### config.mk
export PLATFORM = sky130hd
export DESIGN_NAME = warp_sched_top
export DESIGN_NICKNAME = d
export VERILOG_FILES = /design/src/design/gpu_arch_pkg.sv /design/src/design/warp_ctl_pkg.sv /design/src/design/warp_ctl_if.sv /design/src/design/ipdom_stack.sv /design/src/design/barrier_unit.sv /design/src/design/warp_table.sv /design/src/design/warp_picker.sv /design/src/design/warp_sched_top.sv
export SDC_FILE = /design/constraint.sdc
export NUM_CORES = 2
export LEC_CHECK = 0
export BUFFER_PORTS_ARGS = -buffer_cell sky130_fd_sc_hd__buf_2
export CORE_MARGIN = 1
export CORE_UTILIZATION = 65
export DETAILED_ROUTE_END_ITERATION = 10
export PLACE_DENSITY = 0.85
export SYNTH_ARGS = -nofsm -noshare
export SYNTH_HDL_FRONTEND = slang
export SYNTH_HIERARCHICAL = 1
export SYNTH_SLANG_ARGS = --single-unit
### constraint.sdc
create_clock -name clk -period 17.93 [get_ports clk]
set_clock_uncertainty 0.1 [all_clocks]
set_input_delay 1.793 -clock clk [delete_from_list [all_inputs] [get_ports clk]]
set_output_delay 1.793 -clock clk [all_outputs]
set_load 0.1 [all_outputs]
### src/design/gpu_arch_pkg.sv
`default_nettype none

// Core geometry and program counter layout
package gpu_arch_pkg;

	// Defaults picked up by the top level
	localparam int DEF_NUM_WARPS = 4;
	localparam int DEF_NUM_THREADS = 4;
	localparam int DEF_NUM_BARRIERS = 4;

	// Program counter
	localparam int PC_WIDTH = 32;

	// Boot address of warp 0
	localparam logic [PC_WIDTH-1:0] START_PC = 32'h8000_0000;

	// One instruction word per issue
	localparam int unsigned PC_STEP = 4;

endpackage

`default_nettype wire

### src/design/warp_ctl_pkg.sv
`default_nettype none

// Control events reported by execute
package warp_ctl_pkg;

	typedef enum logic [3:0] {
		CTL_NONE    = 4'd0,
		CTL_SPAWN   = 4'd1,
		CTL_HALT    = 4'd2,
		CTL_WSTALL  = 4'd3,
		CTL_TMC     = 4'd4,
		// Divergence handling, split pushes and join pops
		CTL_SPLIT   = 4'd5,
		CTL_JOIN    = 4'd6,
		// Taken bit selects the redirect
		CTL_BRANCH  = 4'd7,
		CTL_BARRIER = 4'd8
	} ctl_op_e;

endpackage

`default_nettype wire

### src/design/warp_ctl_if.sv
`timescale 1ns/1ps
`default_nettype none

// One control event per cycle, single-cycle strobe
interface warp_ctl_if #(
	parameter int NUM_WARPS = gpu_arch_pkg::DEF_NUM_WARPS,
	parameter int NUM_THREADS = gpu_arch_pkg::DEF_NUM_THREADS,
	parameter int NUM_BARRIERS = gpu_arch_pkg::DEF_NUM_BARRIERS
);
	import gpu_arch_pkg::*;
	import warp_ctl_pkg::*;

	localparam int WID_W = (NUM_WARPS > 1) ? $clog2(NUM_WARPS) : 1;
	localparam int BID_W = (NUM_BARRIERS > 1) ? $clog2(NUM_BARRIERS) : 1;
	localparam int CNT_W = $clog2(NUM_WARPS + 1);

	logic valid;
	ctl_op_e op;
	logic [WID_W-1:0] warp;
	logic [NUM_THREADS-1:0] mask;
	logic [NUM_THREADS-1:0] later_mask;
	logic [PC_WIDTH-1:0] pc;
	logic taken;
	logic [BID_W-1:0] barrier_id;
	// Warp count for spawn, arrival target for barrier
	logic [CNT_W-1:0] count;

	modport src (output valid, op, warp, mask, later_mask, pc, taken, barrier_id, count);
	modport tbl (input valid, op, warp, mask, later_mask, pc, taken, count);
	modport barrier (input valid, op, warp, barrier_id, count);
endinterface

`default_nettype wire

### src/design/ipdom_stack.sv
`timescale 1ns/1ps
`default_nettype none

module ipdom_stack #(
	parameter int WIDTH = 8,
	parameter int DEPTH = 4
) (
	input wire clk,
	input wire reset,
	input wire push,
	input wire pop,
	input wire [WIDTH-1:0] push_lo,
	input wire [WIDTH-1:0] push_hi,
	output logic [WIDTH-1:0] top
);
	localparam int PTR_W = $clog2(DEPTH + 1);

	logic [WIDTH-1:0] entries [DEPTH];
	logic [PTR_W-1:0] sp;
	logic [PTR_W-1:0] top_idx;
	logic [PTR_W-1:0] next_idx;

	// sp counts stored entries
	assign top_idx = sp - PTR_W'(1);
	assign next_idx = sp + PTR_W'(1);
	assign top = entries[top_idx];

	always_ff @(posedge clk) begin
		if (reset) begin
			sp <= '0;
		end else if (push) begin
			sp <= sp + PTR_W'(2);
		end else if (pop) begin
			sp <= top_idx;
		end
	end

	// Fall-through entry below, second entry on top
	always_ff @(posedge clk) begin
		if (push) begin
			entries[sp] <= push_lo;
			entries[next_idx] <= push_hi;
		end
	end

endmodule

`default_nettype wire

### src/design/barrier_unit.sv
`timescale 1ns/1ps
`default_nettype none

module barrier_unit #(
	parameter int NUM_WARPS = gpu_arch_pkg::DEF_NUM_WARPS,
	parameter int NUM_BARRIERS = gpu_arch_pkg::DEF_NUM_BARRIERS,
	localparam int CNT_W = $clog2(NUM_WARPS + 1)
) (
	input wire clk,
	input wire reset,
	warp_ctl_if.barrier ctl,
	output logic [NUM_WARPS-1:0] barrier_wait
);
	import warp_ctl_pkg::*;

	logic [NUM_WARPS-1:0] wait_mask [NUM_BARRIERS];
	logic [NUM_WARPS-1:0] cur_mask;
	logic [CNT_W-1:0] wait_cnt;
	logic arrive;
	logic release_all;

	assign arrive = ctl.valid && (ctl.op == CTL_BARRIER);
	assign cur_mask = wait_mask[ctl.barrier_id];

	// Warps already parked on the addressed barrier
	always_comb begin
		wait_cnt = '0;
		for (int i = 0; i < NUM_WARPS; i++) begin
			wait_cnt = wait_cnt + CNT_W'(cur_mask[i]);
		end
	end

	// Last arrival frees everyone and never waits itself
	assign release_all = (wait_cnt + CNT_W'(1)) == ctl.count;

	always_comb begin
		barrier_wait = '0;
		for (int b = 0; b < NUM_BARRIERS; b++) begin
			barrier_wait = barrier_wait | wait_mask[b];
		end
	end

	always_ff @(posedge clk) begin
		if (reset) begin
			for (int b = 0; b < NUM_BARRIERS; b++) begin
				wait_mask[b] <= '0;
			end
		end else if (arrive) begin
			if (release_all) begin
				wait_mask[ctl.barrier_id] <= '0;
			end else begin
				wait_mask[ctl.barrier_id][ctl.warp] <= 1'b1;
			end
		end
	end

endmodule

`default_nettype wire

### src/design/warp_table.sv
`timescale 1ns/1ps
`default_nettype none

module warp_table #(
	parameter int NUM_WARPS = gpu_arch_pkg::DEF_NUM_WARPS,
	parameter int NUM_THREADS = gpu_arch_pkg::DEF_NUM_THREADS,
	localparam int WID_W = (NUM_WARPS > 1) ? $clog2(NUM_WARPS) : 1
) (
	input wire clk,
	input wire reset,
	warp_ctl_if.tbl ctl,
	input wire [NUM_WARPS-1:0] barrier_wait,
	input wire pick_valid,
	input wire [WID_W-1:0] pick_warp,
	input wire fetch_stall,
	input wire issue_take,
	input wire release_valid,
	input wire [WID_W-1:0] release_warp,
	output logic [NUM_WARPS-1:0] eligible,
	output logic issue_valid,
	output logic [gpu_arch_pkg::PC_WIDTH-1:0] issue_pc,
	output logic [NUM_THREADS-1:0] issue_mask,
	output logic all_halted
);
	import gpu_arch_pkg::*;
	import warp_ctl_pkg::*;

	localparam int CNT_W = $clog2(NUM_WARPS + 1);
	// {fall-through, pc, mask}
	localparam int ENTRY_W = 1 + PC_WIDTH + NUM_THREADS;
	localparam int STACK_DEPTH = 2 * ($clog2(NUM_THREADS) + 1);

	logic started;
	logic [NUM_WARPS-1:0] active;
	logic [NUM_WARPS-1:0] stalled;
	logic [NUM_WARPS-1:0] locked;
	logic [NUM_WARPS-1:0] spawn_pending;
	logic [NUM_WARPS-1:0] no_split;
	logic [PC_WIDTH-1:0] pc_q [NUM_WARPS];
	logic [NUM_THREADS-1:0] mask_q [NUM_WARPS];
	logic [PC_WIDTH-1:0] spawn_pc;

	logic [NUM_WARPS-1:0] spawn_set;
	logic ctl_hit;
	logic do_split;
	logic do_join;
	logic [ENTRY_W-1:0] push_lo;
	logic [ENTRY_W-1:0] push_hi;
	logic [ENTRY_W-1:0] stack_top [NUM_WARPS];
	logic join_fall;
	logic [PC_WIDTH-1:0] join_pc;
	logic [NUM_THREADS-1:0] join_mask;

	// Nothing is eligible until the first cycle out of reset
	assign eligible = started ? (active & ~stalled & ~barrier_wait & ~locked) : '0;
	assign all_halted = ~|active;

	// Hold issue while execute is changing the picked warp
	assign ctl_hit = ctl.valid && (ctl.warp == pick_warp);
	assign issue_valid = pick_valid && !fetch_stall && !ctl_hit;
	assign issue_pc = spawn_pending[pick_warp] ? spawn_pc : pc_q[pick_warp];
	assign issue_mask = spawn_pending[pick_warp] ? NUM_THREADS'(1) : mask_q[pick_warp];

	always_comb begin
		for (int i = 0; i < NUM_WARPS; i++) begin
			spawn_set[i] = CNT_W'(i) < ctl.count;
		end
	end

	assign do_split = ctl.valid && (ctl.op == CTL_SPLIT) && (|ctl.later_mask);
	assign do_join = ctl.valid && (ctl.op == CTL_JOIN) && !no_split[ctl.warp];
	assign push_lo = {1'b1, {PC_WIDTH{1'b0}}, mask_q[ctl.warp]};
	assign push_hi = {1'b0, ctl.pc, ctl.later_mask};
	assign {join_fall, join_pc, join_mask} = stack_top[ctl.warp];

	generate
		for (genvar w = 0; w < NUM_WARPS; w++) begin : g_stack
			ipdom_stack #(
				.WIDTH(ENTRY_W),
				.DEPTH(STACK_DEPTH)
			) u_stack (
				.clk(clk),
				.reset(reset),
				.push(do_split && (ctl.warp == WID_W'(w))),
				.pop(do_join && (ctl.warp == WID_W'(w))),
				.push_lo(push_lo),
				.push_hi(push_hi),
				.top(stack_top[w])
			);
		end
	endgenerate

	always_ff @(posedge clk) begin
		if (reset) begin
			started <= 1'b0;
			active <= NUM_WARPS'(1);
			stalled <= '0;
			locked <= '0;
			spawn_pending <= '0;
			no_split <= '0;
			pc_q[0] <= START_PC;
			mask_q[0] <= NUM_THREADS'(1);
		end else begin
			started <= 1'b1;
			if (issue_take) begin
				pc_q[pick_warp] <= issue_pc + PC_STEP;
				locked[pick_warp] <= 1'b1;
				// First issue of a spawned warp runs one thread
				if (spawn_pending[pick_warp]) begin
					spawn_pending[pick_warp] <= 1'b0;
					mask_q[pick_warp] <= NUM_THREADS'(1);
				end
			end
			if (release_valid) begin
				locked[release_warp] <= 1'b0;
			end
			if (ctl.valid) begin
				case (ctl.op)
					CTL_SPAWN: begin
						active <= spawn_set;
						spawn_pending <= spawn_set & ~NUM_WARPS'(1);
						spawn_pc <= ctl.pc;
					end
					CTL_HALT: active[ctl.warp] <= 1'b0;
					CTL_WSTALL: stalled[ctl.warp] <= 1'b1;
					CTL_TMC: begin
						mask_q[ctl.warp] <= ctl.mask;
						stalled[ctl.warp] <= 1'b0;
					end
					CTL_SPLIT: begin
						stalled[ctl.warp] <= 1'b0;
						if (|ctl.later_mask) begin
							mask_q[ctl.warp] <= ctl.mask;
						end else begin
							no_split[ctl.warp] <= 1'b1;
						end
					end
					CTL_JOIN: begin
						if (no_split[ctl.warp]) begin
							no_split[ctl.warp] <= 1'b0;
						end else begin
							if (!join_fall) begin
								pc_q[ctl.warp] <= join_pc;
							end
							mask_q[ctl.warp] <= join_mask;
						end
					end
					CTL_BRANCH: begin
						if (ctl.taken) begin
							pc_q[ctl.warp] <= ctl.pc;
						end
						stalled[ctl.warp] <= 1'b0;
					end
					// Barrier arrivals live in barrier_unit
					default: begin
					end
				endcase
			end
		end
	end

endmodule

`default_nettype wire

### src/design/warp_picker.sv
`timescale 1ns/1ps
`default_nettype none

module warp_picker #(
	parameter int NUM_WARPS = gpu_arch_pkg::DEF_NUM_WARPS,
	localparam int WID_W = (NUM_WARPS > 1) ? $clog2(NUM_WARPS) : 1
) (
	input wire clk,
	input wire reset,
	input wire [NUM_WARPS-1:0] eligible,
	input wire advance,
	output logic pick_valid,
	output logic [WID_W-1:0] pick_warp
);
	logic [NUM_WARPS-1:0] visible;
	logic [NUM_WARPS-1:0] live;
	logic [NUM_WARPS-1:0] cand;
	logic [NUM_WARPS-1:0] pick_onehot;
	logic refill;

	// Snapshot counts as empty once none of it is still eligible
	assign live = visible & eligible;
	assign refill = ~|live;
	assign cand = refill ? eligible : live;
	assign pick_valid = |cand;

	// Lowest index wins
	always_comb begin
		pick_warp = '0;
		pick_onehot = '0;
		for (int i = NUM_WARPS - 1; i >= 0; i--) begin
			if (cand[i]) begin
				pick_warp = WID_W'(i);
				pick_onehot = '0;
				pick_onehot[i] = 1'b1;
			end
		end
	end

	always_ff @(posedge clk) begin
		if (reset) begin
			visible <= '0;
		end else if (advance) begin
			if (refill) begin
				// Rest of the eligible set waits its turn
				visible <= eligible & ~pick_onehot;
			end else begin
				visible <= visible & ~pick_onehot;
			end
		end
	end

endmodule

`default_nettype wire

### src/design/warp_sched_top.sv
`timescale 1ns/1ps
`default_nettype none

module warp_sched_top #(
	parameter int NUM_WARPS = gpu_arch_pkg::DEF_NUM_WARPS,
	parameter int NUM_THREADS = gpu_arch_pkg::DEF_NUM_THREADS,
	parameter int NUM_BARRIERS = gpu_arch_pkg::DEF_NUM_BARRIERS,
	localparam int WID_W = (NUM_WARPS > 1) ? $clog2(NUM_WARPS) : 1,
	localparam int BID_W = (NUM_BARRIERS > 1) ? $clog2(NUM_BARRIERS) : 1,
	localparam int CNT_W = $clog2(NUM_WARPS + 1)
) (
	input wire clk,
	input wire reset,
	input wire ctl_valid,
	input wire warp_ctl_pkg::ctl_op_e ctl_op,
	input wire [WID_W-1:0] ctl_warp,
	input wire [NUM_THREADS-1:0] ctl_mask,
	input wire [NUM_THREADS-1:0] ctl_later_mask,
	input wire [gpu_arch_pkg::PC_WIDTH-1:0] ctl_pc,
	input wire ctl_taken,
	input wire [BID_W-1:0] ctl_barrier_id,
	input wire [CNT_W-1:0] ctl_count,
	input wire release_valid,
	input wire [WID_W-1:0] release_warp,
	input wire fetch_stall,
	output wire issue_valid,
	output wire [WID_W-1:0] issue_warp,
	output wire [gpu_arch_pkg::PC_WIDTH-1:0] issue_pc,
	output wire [NUM_THREADS-1:0] issue_mask,
	output wire all_halted
);
	wire [NUM_WARPS-1:0] barrier_wait;
	wire [NUM_WARPS-1:0] eligible;
	wire pick_valid;

	warp_ctl_if #(
		.NUM_WARPS(NUM_WARPS),
		.NUM_THREADS(NUM_THREADS),
		.NUM_BARRIERS(NUM_BARRIERS)
	) ctl ();

	assign ctl.valid = ctl_valid;
	assign ctl.op = ctl_op;
	assign ctl.warp = ctl_warp;
	assign ctl.mask = ctl_mask;
	assign ctl.later_mask = ctl_later_mask;
	assign ctl.pc = ctl_pc;
	assign ctl.taken = ctl_taken;
	assign ctl.barrier_id = ctl_barrier_id;
	assign ctl.count = ctl_count;

	warp_table #(
		.NUM_WARPS(NUM_WARPS),
		.NUM_THREADS(NUM_THREADS)
	) u_table (
		.clk(clk),
		.reset(reset),
		.ctl(ctl.tbl),
		.barrier_wait(barrier_wait),
		.pick_valid(pick_valid),
		.pick_warp(issue_warp),
		.fetch_stall(fetch_stall),
		// An accepted issue commits the table and advances the picker
		.issue_take(issue_valid),
		.release_valid(release_valid),
		.release_warp(release_warp),
		.eligible(eligible),
		.issue_valid(issue_valid),
		.issue_pc(issue_pc),
		.issue_mask(issue_mask),
		.all_halted(all_halted)
	);

	barrier_unit #(
		.NUM_WARPS(NUM_WARPS),
		.NUM_BARRIERS(NUM_BARRIERS)
	) u_barrier (
		.clk(clk),
		.reset(reset),
		.ctl(ctl.barrier),
		.barrier_wait(barrier_wait)
	);

	warp_picker #(
		.NUM_WARPS(NUM_WARPS)
	) u_picker (
		.clk(clk),
		.reset(reset),
		.eligible(eligible),
		.advance(issue_valid),
		.pick_valid(pick_valid),
		.pick_warp(issue_warp)
	);

endmodule

`default_nettype wire

# Word-level counts from Yosys, hierarchy flattened
# Memories as Yosys holds them, arrays and structs flattened.
# Cells that the tools add are included.
# W data, S select, Z words.
dict set report totals {
  n_memories 7
  ramBits 1048
  ff_bits 69
  out_inout_bits 40
  in_bits 59
}
# memory depth width rd rd_clocked_by_memory_dff wr line_no
set memory_table {}
lappend memory_table {{u_table.g_stack[0].u_stack.entries} 6 37 1 0 2 ipdom_stack.sv:18} ;# logic [WIDTH-1:0] entries [DEPTH];
lappend memory_table {{u_table.g_stack[1].u_stack.entries} 6 37 1 0 2 ipdom_stack.sv:18}
lappend memory_table {{u_table.g_stack[2].u_stack.entries} 6 37 1 0 2 ipdom_stack.sv:18}
lappend memory_table {{u_table.g_stack[3].u_stack.entries} 6 37 1 0 2 ipdom_stack.sv:18}
lappend memory_table {u_table.pc_q 4 32 1 0 2 warp_table.sv:39} ;# logic [PC_WIDTH-1:0] pc_q [NUM_WARPS];
lappend memory_table {u_barrier.wait_mask 4 4 5 0 4 barrier_unit.sv:16} ;# logic [NUM_WARPS-1:0] wait_mask [NUM_BARRIERS];
lappend memory_table {{+1 memories} - - - - - -}
dict set report op_classes {
  reduce_logical 43
  n_bitwise 33
  addsub 17
  order_cmp 11
  mux 113
  n_eq_ne 15
}
# cell n
set op_table {}
lappend op_table {{$mux W32} 3}
lappend op_table {{$mux W4} 23}
lappend op_table {{$bmux W37 S2} 1}
lappend op_table {{$mux W37} 2}
lappend op_table {{$mux W1} 61}
lappend op_table {{$and A4 B4 Y4} 11}
lappend op_table {{$add A32 B3 Y32 const B} 1}
lappend op_table {{$reduce_or A32 Y1} 1}
lappend op_table {{$not A4 Y4} 7}
lappend op_table {{$mux W3} 8}
lappend op_table {{$or A4 B4 Y4} 6}
lappend op_table {{$pmux W4 S2} 3}
lappend op_table {{$reduce_or A4 Y1} 6}
lappend op_table {{$logic_and A1 B1 Y1} 19}
lappend op_table {{$eq A4 B3 Y1 const B} 4}
lappend op_table {{$add A3 B1 Y3 const B} 5}
lappend op_table {{$mux W2} 7}
lappend op_table {{$reduce_bool A2 Y1} 7}
lappend op_table {{$add A3 B2 Y3 const B} 4}
lappend op_table {{$sub A3 B1 Y3 const B} 4}
lappend op_table {{$lt A2 B3 Y1 const B} 3}
lappend op_table {{$eq A4 B2 Y1 const B} 2}
lappend op_table {{$or A1 B1 Y1} 7}
lappend op_table {{$add A3 B1 Y3} 2}
lappend op_table {{other kinds (22)} 35}

# Logic depth before layout (Yosys ltp)
# An unclocked memory read counts as a cell.
dict set report depth {
  word_depth 25
  mapped_depth 21
  mapped_depth_nobuf 14
}

# Hierarchy
# The synthesis kept the hierarchy.
# module seq_area_each_um2 instances cells_each area_each_um2
set modules_own_cells {}
lappend modules_own_cells {{ipdom_stack (u_table.g_stack[1].u_stack ...)} 6726.5 2 642 11423.5}
lappend modules_own_cells {warp_table 5705.5 1 963 11857.6}
lappend modules_own_cells {{ipdom_stack (u_table.g_stack[3].u_stack)} 6726.5 1 642 11419.7}
lappend modules_own_cells {{ipdom_stack (u_table.g_stack[0].u_stack)} 6726.5 1 642 11418.5}
lappend modules_own_cells {barrier_unit 480.5 1 99 1133.6}
lappend modules_own_cells {warp_picker 80.1 1 41 306.5}

# Least setup slack after synthesis
# Ideal clock, no wire load.
dict set report synth_timing {
  path_kind {reg-to-reg}
  start {mem u_barrier/wait_mask[0][3] (netlist bit)}
  end {mem u_table.pc_q[2][0], enable pin}
  setup_time_ns 0.466
  n_path_buf 5
  path_slack_ns 5.697
  t_required_ns 17.364
  t_arrival_ns 11.667
  path_stages_with_launch 17
  cell_sequence {edfxtp_1 or4_1 nor4_1 a22oi_2 nand2_1 a21oi_1 a211oi_1 buf_6 buf_4 buf_1 xnor2_1 a311oi_1 nor2b_1 clkbuf_1 clkbuf_1 nand2_1 o21ai_0}
}
# item line_no
set synth_rtl {}
lappend synth_rtl {{start: declaration} barrier_unit.sv:16}
lappend synth_rtl {{end: declaration} warp_table.sv:39}

==> results.md <==
- Placed insts: 5591
- RR Endpoint: u_table/pc_q[3][28]
- First-pass GRT wire length: 223000 um
- Post-synthesis simple-gate area fraction: 4.33%
- Max-Cap Viols: 0
- Non-filler cells, final: 5809
- CTS Buf Count: 117
- Combinational fraction of design power: 6.5%
- Setup_tns: 0 ns
- Worst Setup SP: u_barrier/wait_mask[0][3]
- Max FO, Critical Path: 47
- Initial antenna violation count: 14
- Cells after Synth: 3671
- R2R cell count: 15
- CTS Sinks: 1117
- Fmax: 141 MHz
- First-pass iteration count of the detailed router: 9
- Nets: 4617
- Hold Startpoint: u_table/spawn_pending[1]
- LEAKAGE: 23.5 nW
- EDFF count, synth: 1080
- Drt total wl: 149000 um
- Global route total overflow: 0
- Mux cell area share after synthesis: 33.2%
- Syn avg cell area: 16.1 um2
- Die Area: 92000 um2
- Clock group share of total power: 42.3%
- Pint: 0.00437 W
- Post-synthesis xor/xnor area fraction: 0.609%
- RePlAce Congestion: 0.932
- YS warnings: 6
- WL/cell: 25.6 um
- Die width: 303 um
- Layout cells sized above 1: 41.2%
- Most common cell after layout, fill and taps aside: mux2_2
- Final Max Slew Viols: 0
- DR vias: 36.1k
- Synth Area in Compound Gates: 2.43%
- Register area share after synthesis: 56.2%
- RSZ-0062 raised after global routing: false
- Die height: 303 um
- Max rail drop VDD: 80.6 uV
- Distinct cells, synth: 75
- Port Buffers: 98
- Clk root buf: clkbuf_16
- Switching share of power: 21.9%
- CTS tree: done
- Worst rel slew slack: 23.3%
- Hold buffer count at cts: 0
- CP required: 16.04 ns
- Pin count of the biggest net entering global routing: 72
- All-Layer GR Usage: 32.7%
- Combinational family with the most area after synthesis: multiplexers
- Vias in the first global route: 37.2k
- Adder-cell share of the synthesized area: 0.522%
- Initial DRC count: 3626
- Post-layout util: 74.5%
- Async set-reset flop share out of synthesis: 0%
- Synth-to-Final Area Change: 13.8%
- WP data arrival: 5.21 ns
- Least-Margin Pin Slew: 1.15 ns
- Flops & latches, synth: 1117
- Class of the worst hold path: flop to flop
- Most frequent cells in the layout: 1247 x mux2_2, 1080 x edfxtp_1, 816 x conb_1
- Worst Setup EP: issue_pc[19]
- Clk buf depth: 3
- Top_reg_cell synth: edfxtp_1
- Vias per std cell: 6.21
- Crit path time final: 7.10 ns
- Final Power: 0.00560 W
- Fin. Hold Viols: 0
- Final setup viols: 0
- Kind of critical path: flop to output pin
- Sw power: 0.00123 W
- Residual DRC: 0
- Cell row count: 110
- Mapped Area: 59000 um2
- Core Region: 90000 um2
- Final worst-path cycle share: 39.6%
- Setup bufs post-CTS: 0
- # resized after CTS: 0
- Status: complete, no violations
- H-tree levels: 3
- CP endpoint kind: output pin
- Clock Latency Late Sink: 0.70 ns
- CTS clock-pin slew for the worst setup and hold paths: 0.06 ns
- Flop pwr share: 51.3%
- Starting Density: 65.5%
- RR Startpoint: u_barrier/wait_mask[0][3]
- PwrDens: 83.5 nW/um2
- Fillers: 5473
- R2r setup slk: 11.92 ns
- HPWL Detailed: 91700 um
- Antenna-violating nets left: 0
- Ports: 99
- CP Launch Type: flop
-- cells in the mapped netlist (10+ instances only) --
master    count  area (um2)
mux2_2     1247       14000
ha_1         23         288
a21oi_1      28         140
and2_1       10        62.6
clkbuf_1     44         165
nand3b_1     12        90.1
o31ai_1      25         188
nor4_1       11        68.8
xnor2_1      30         263
nand3_1      43         215
xor2_1       11        96.3
a21o_1       12        90.1
buf_6        30         338
edfxtp_1   1080       32400
buf_4        38         285
mux4_2      231        5200
nand4_1      20         125
o22ai_1      28         175
dfxtp_1      37         741
nor3_1       25         125
buf_2       114         571
nand2_1     185         694
nor2_1       73         274
nor2b_1      17         106
a211oi_1     12        90.1
inv_1        43         161
nand2b_1     16         100
o21ai_0      52         260
mux2i_1      31         310
and3_1       12        75.1
-- critical path: stages (launching register included) --
cell and delay [ns]:
edfxtp_1 0.38, or4_1 0.53, nor4_1 0.69, a22oi_2 0.28
nand2_1 0.12, a21oi_1 0.10, a211oi_4 0.20, buf_4 0.72
mux4_2 0.61, mux2i_1 0.41, inv_1 0.09, buf_2 0.31
-- stage by stage --
step / instance area, um2 / hold WS (ns) / setup slack, ns
floorplan: 62000 / 0.330 / 5.70
global placement: 63400 / 0.357 / 11.61
detailed placement: 63400 / 0.360 / 11.44
CTS: 67100 / 0.369 / 10.81
global route: 67100 / 0.402 / 10.48
finish: 67100 / 0.387 / 10.83
-- layout make-up --
class | count | area [um2] | share of cell area, %
multi-input cells | 3088 | 27600 | 41.1
repair buffers | 167 | 1010 | 1.51
well taps | 1176 | 1470 | 2.19
flip-flops and latches | 1117 | 33200 | 49.5
inverters | 43 | 161 | 0.241
clock inverters | 59 | 589 | 0.878
clock buffers | 152 | 3100 | 4.62
diodes | 7 | 17.5 | 0.0261
-- worst min path at each step --
stage | slack [ns] | end | cells after the start
floorplan | 0.33 | u_table/locked[2] | 2
global placement | 0.36 | u_table/spawn_pending[1] | 2
detailed placement | 0.36 | u_table/spawn_pending[1] | 2
CTS | 0.37 | u_table/spawn_pending[1] | 2
global route | 0.40 | u_table/spawn_pending[2] | 2
finish | 0.39 | u_table/spawn_pending[1] | 2
-- cell families (layout without fill, tap and decap cells) --
logic type / count (synthesis) / count (layout)
AO/OA/AOI/OAI: 210 / 210
XOR/XNOR: 41 / 41
adder cells (fa/ha/maj): 24 / 24
buffers and inverters: 280 / 421
flip-flops: 1117 / 1117
multiplexers: 1510 / 1510
other: 2 / 823
AND/OR/NAND/NOR: 487 / 487
-- flip-flops by register name, indices dropped and copies added, names as in the netlist, named ones only --
| name | flops |
|---|---|
| u_table/locked | 4 |
| u_table/pc_q | 128 |
| u_table/spawn_pc | 32 |
| u_picker/visible | 4 |
| u_barrier/wait_mask | 16 |
| u_table/spawn_pending | 4 |
| u_table/started | 1 |
| u_table/g_stack.u_stack/entries | 888 |
| u_table/active | 4 |
| u_table/mask_q | 16 |
| u_table/g_stack.u_stack/sp | 12 |
-- routing by layer --
layer	vias up	part of all wire [%]	GRT usage (%)
li1	15600	-	-
met1	18300	38	43.1
met2	1886	49	54.8
met3	345	9.7	5.70
met4	6	3.3	12.0
met5	-	0.025	0
-- power groups by stage --
stage,Combinational [W],Sequential [W],Clock [W]
floorplan,0.000241,0.00292,0
global placement,0.000334,0.00292,0
detailed placement,0.000346,0.00293,0
CTS,0.000350,0.00287,0.00239
global route,0.000390,0.00287,0.00249
finish,0.000363,0.00287,0.00237
Note: power is estimated with default switching activity, not from simulation.
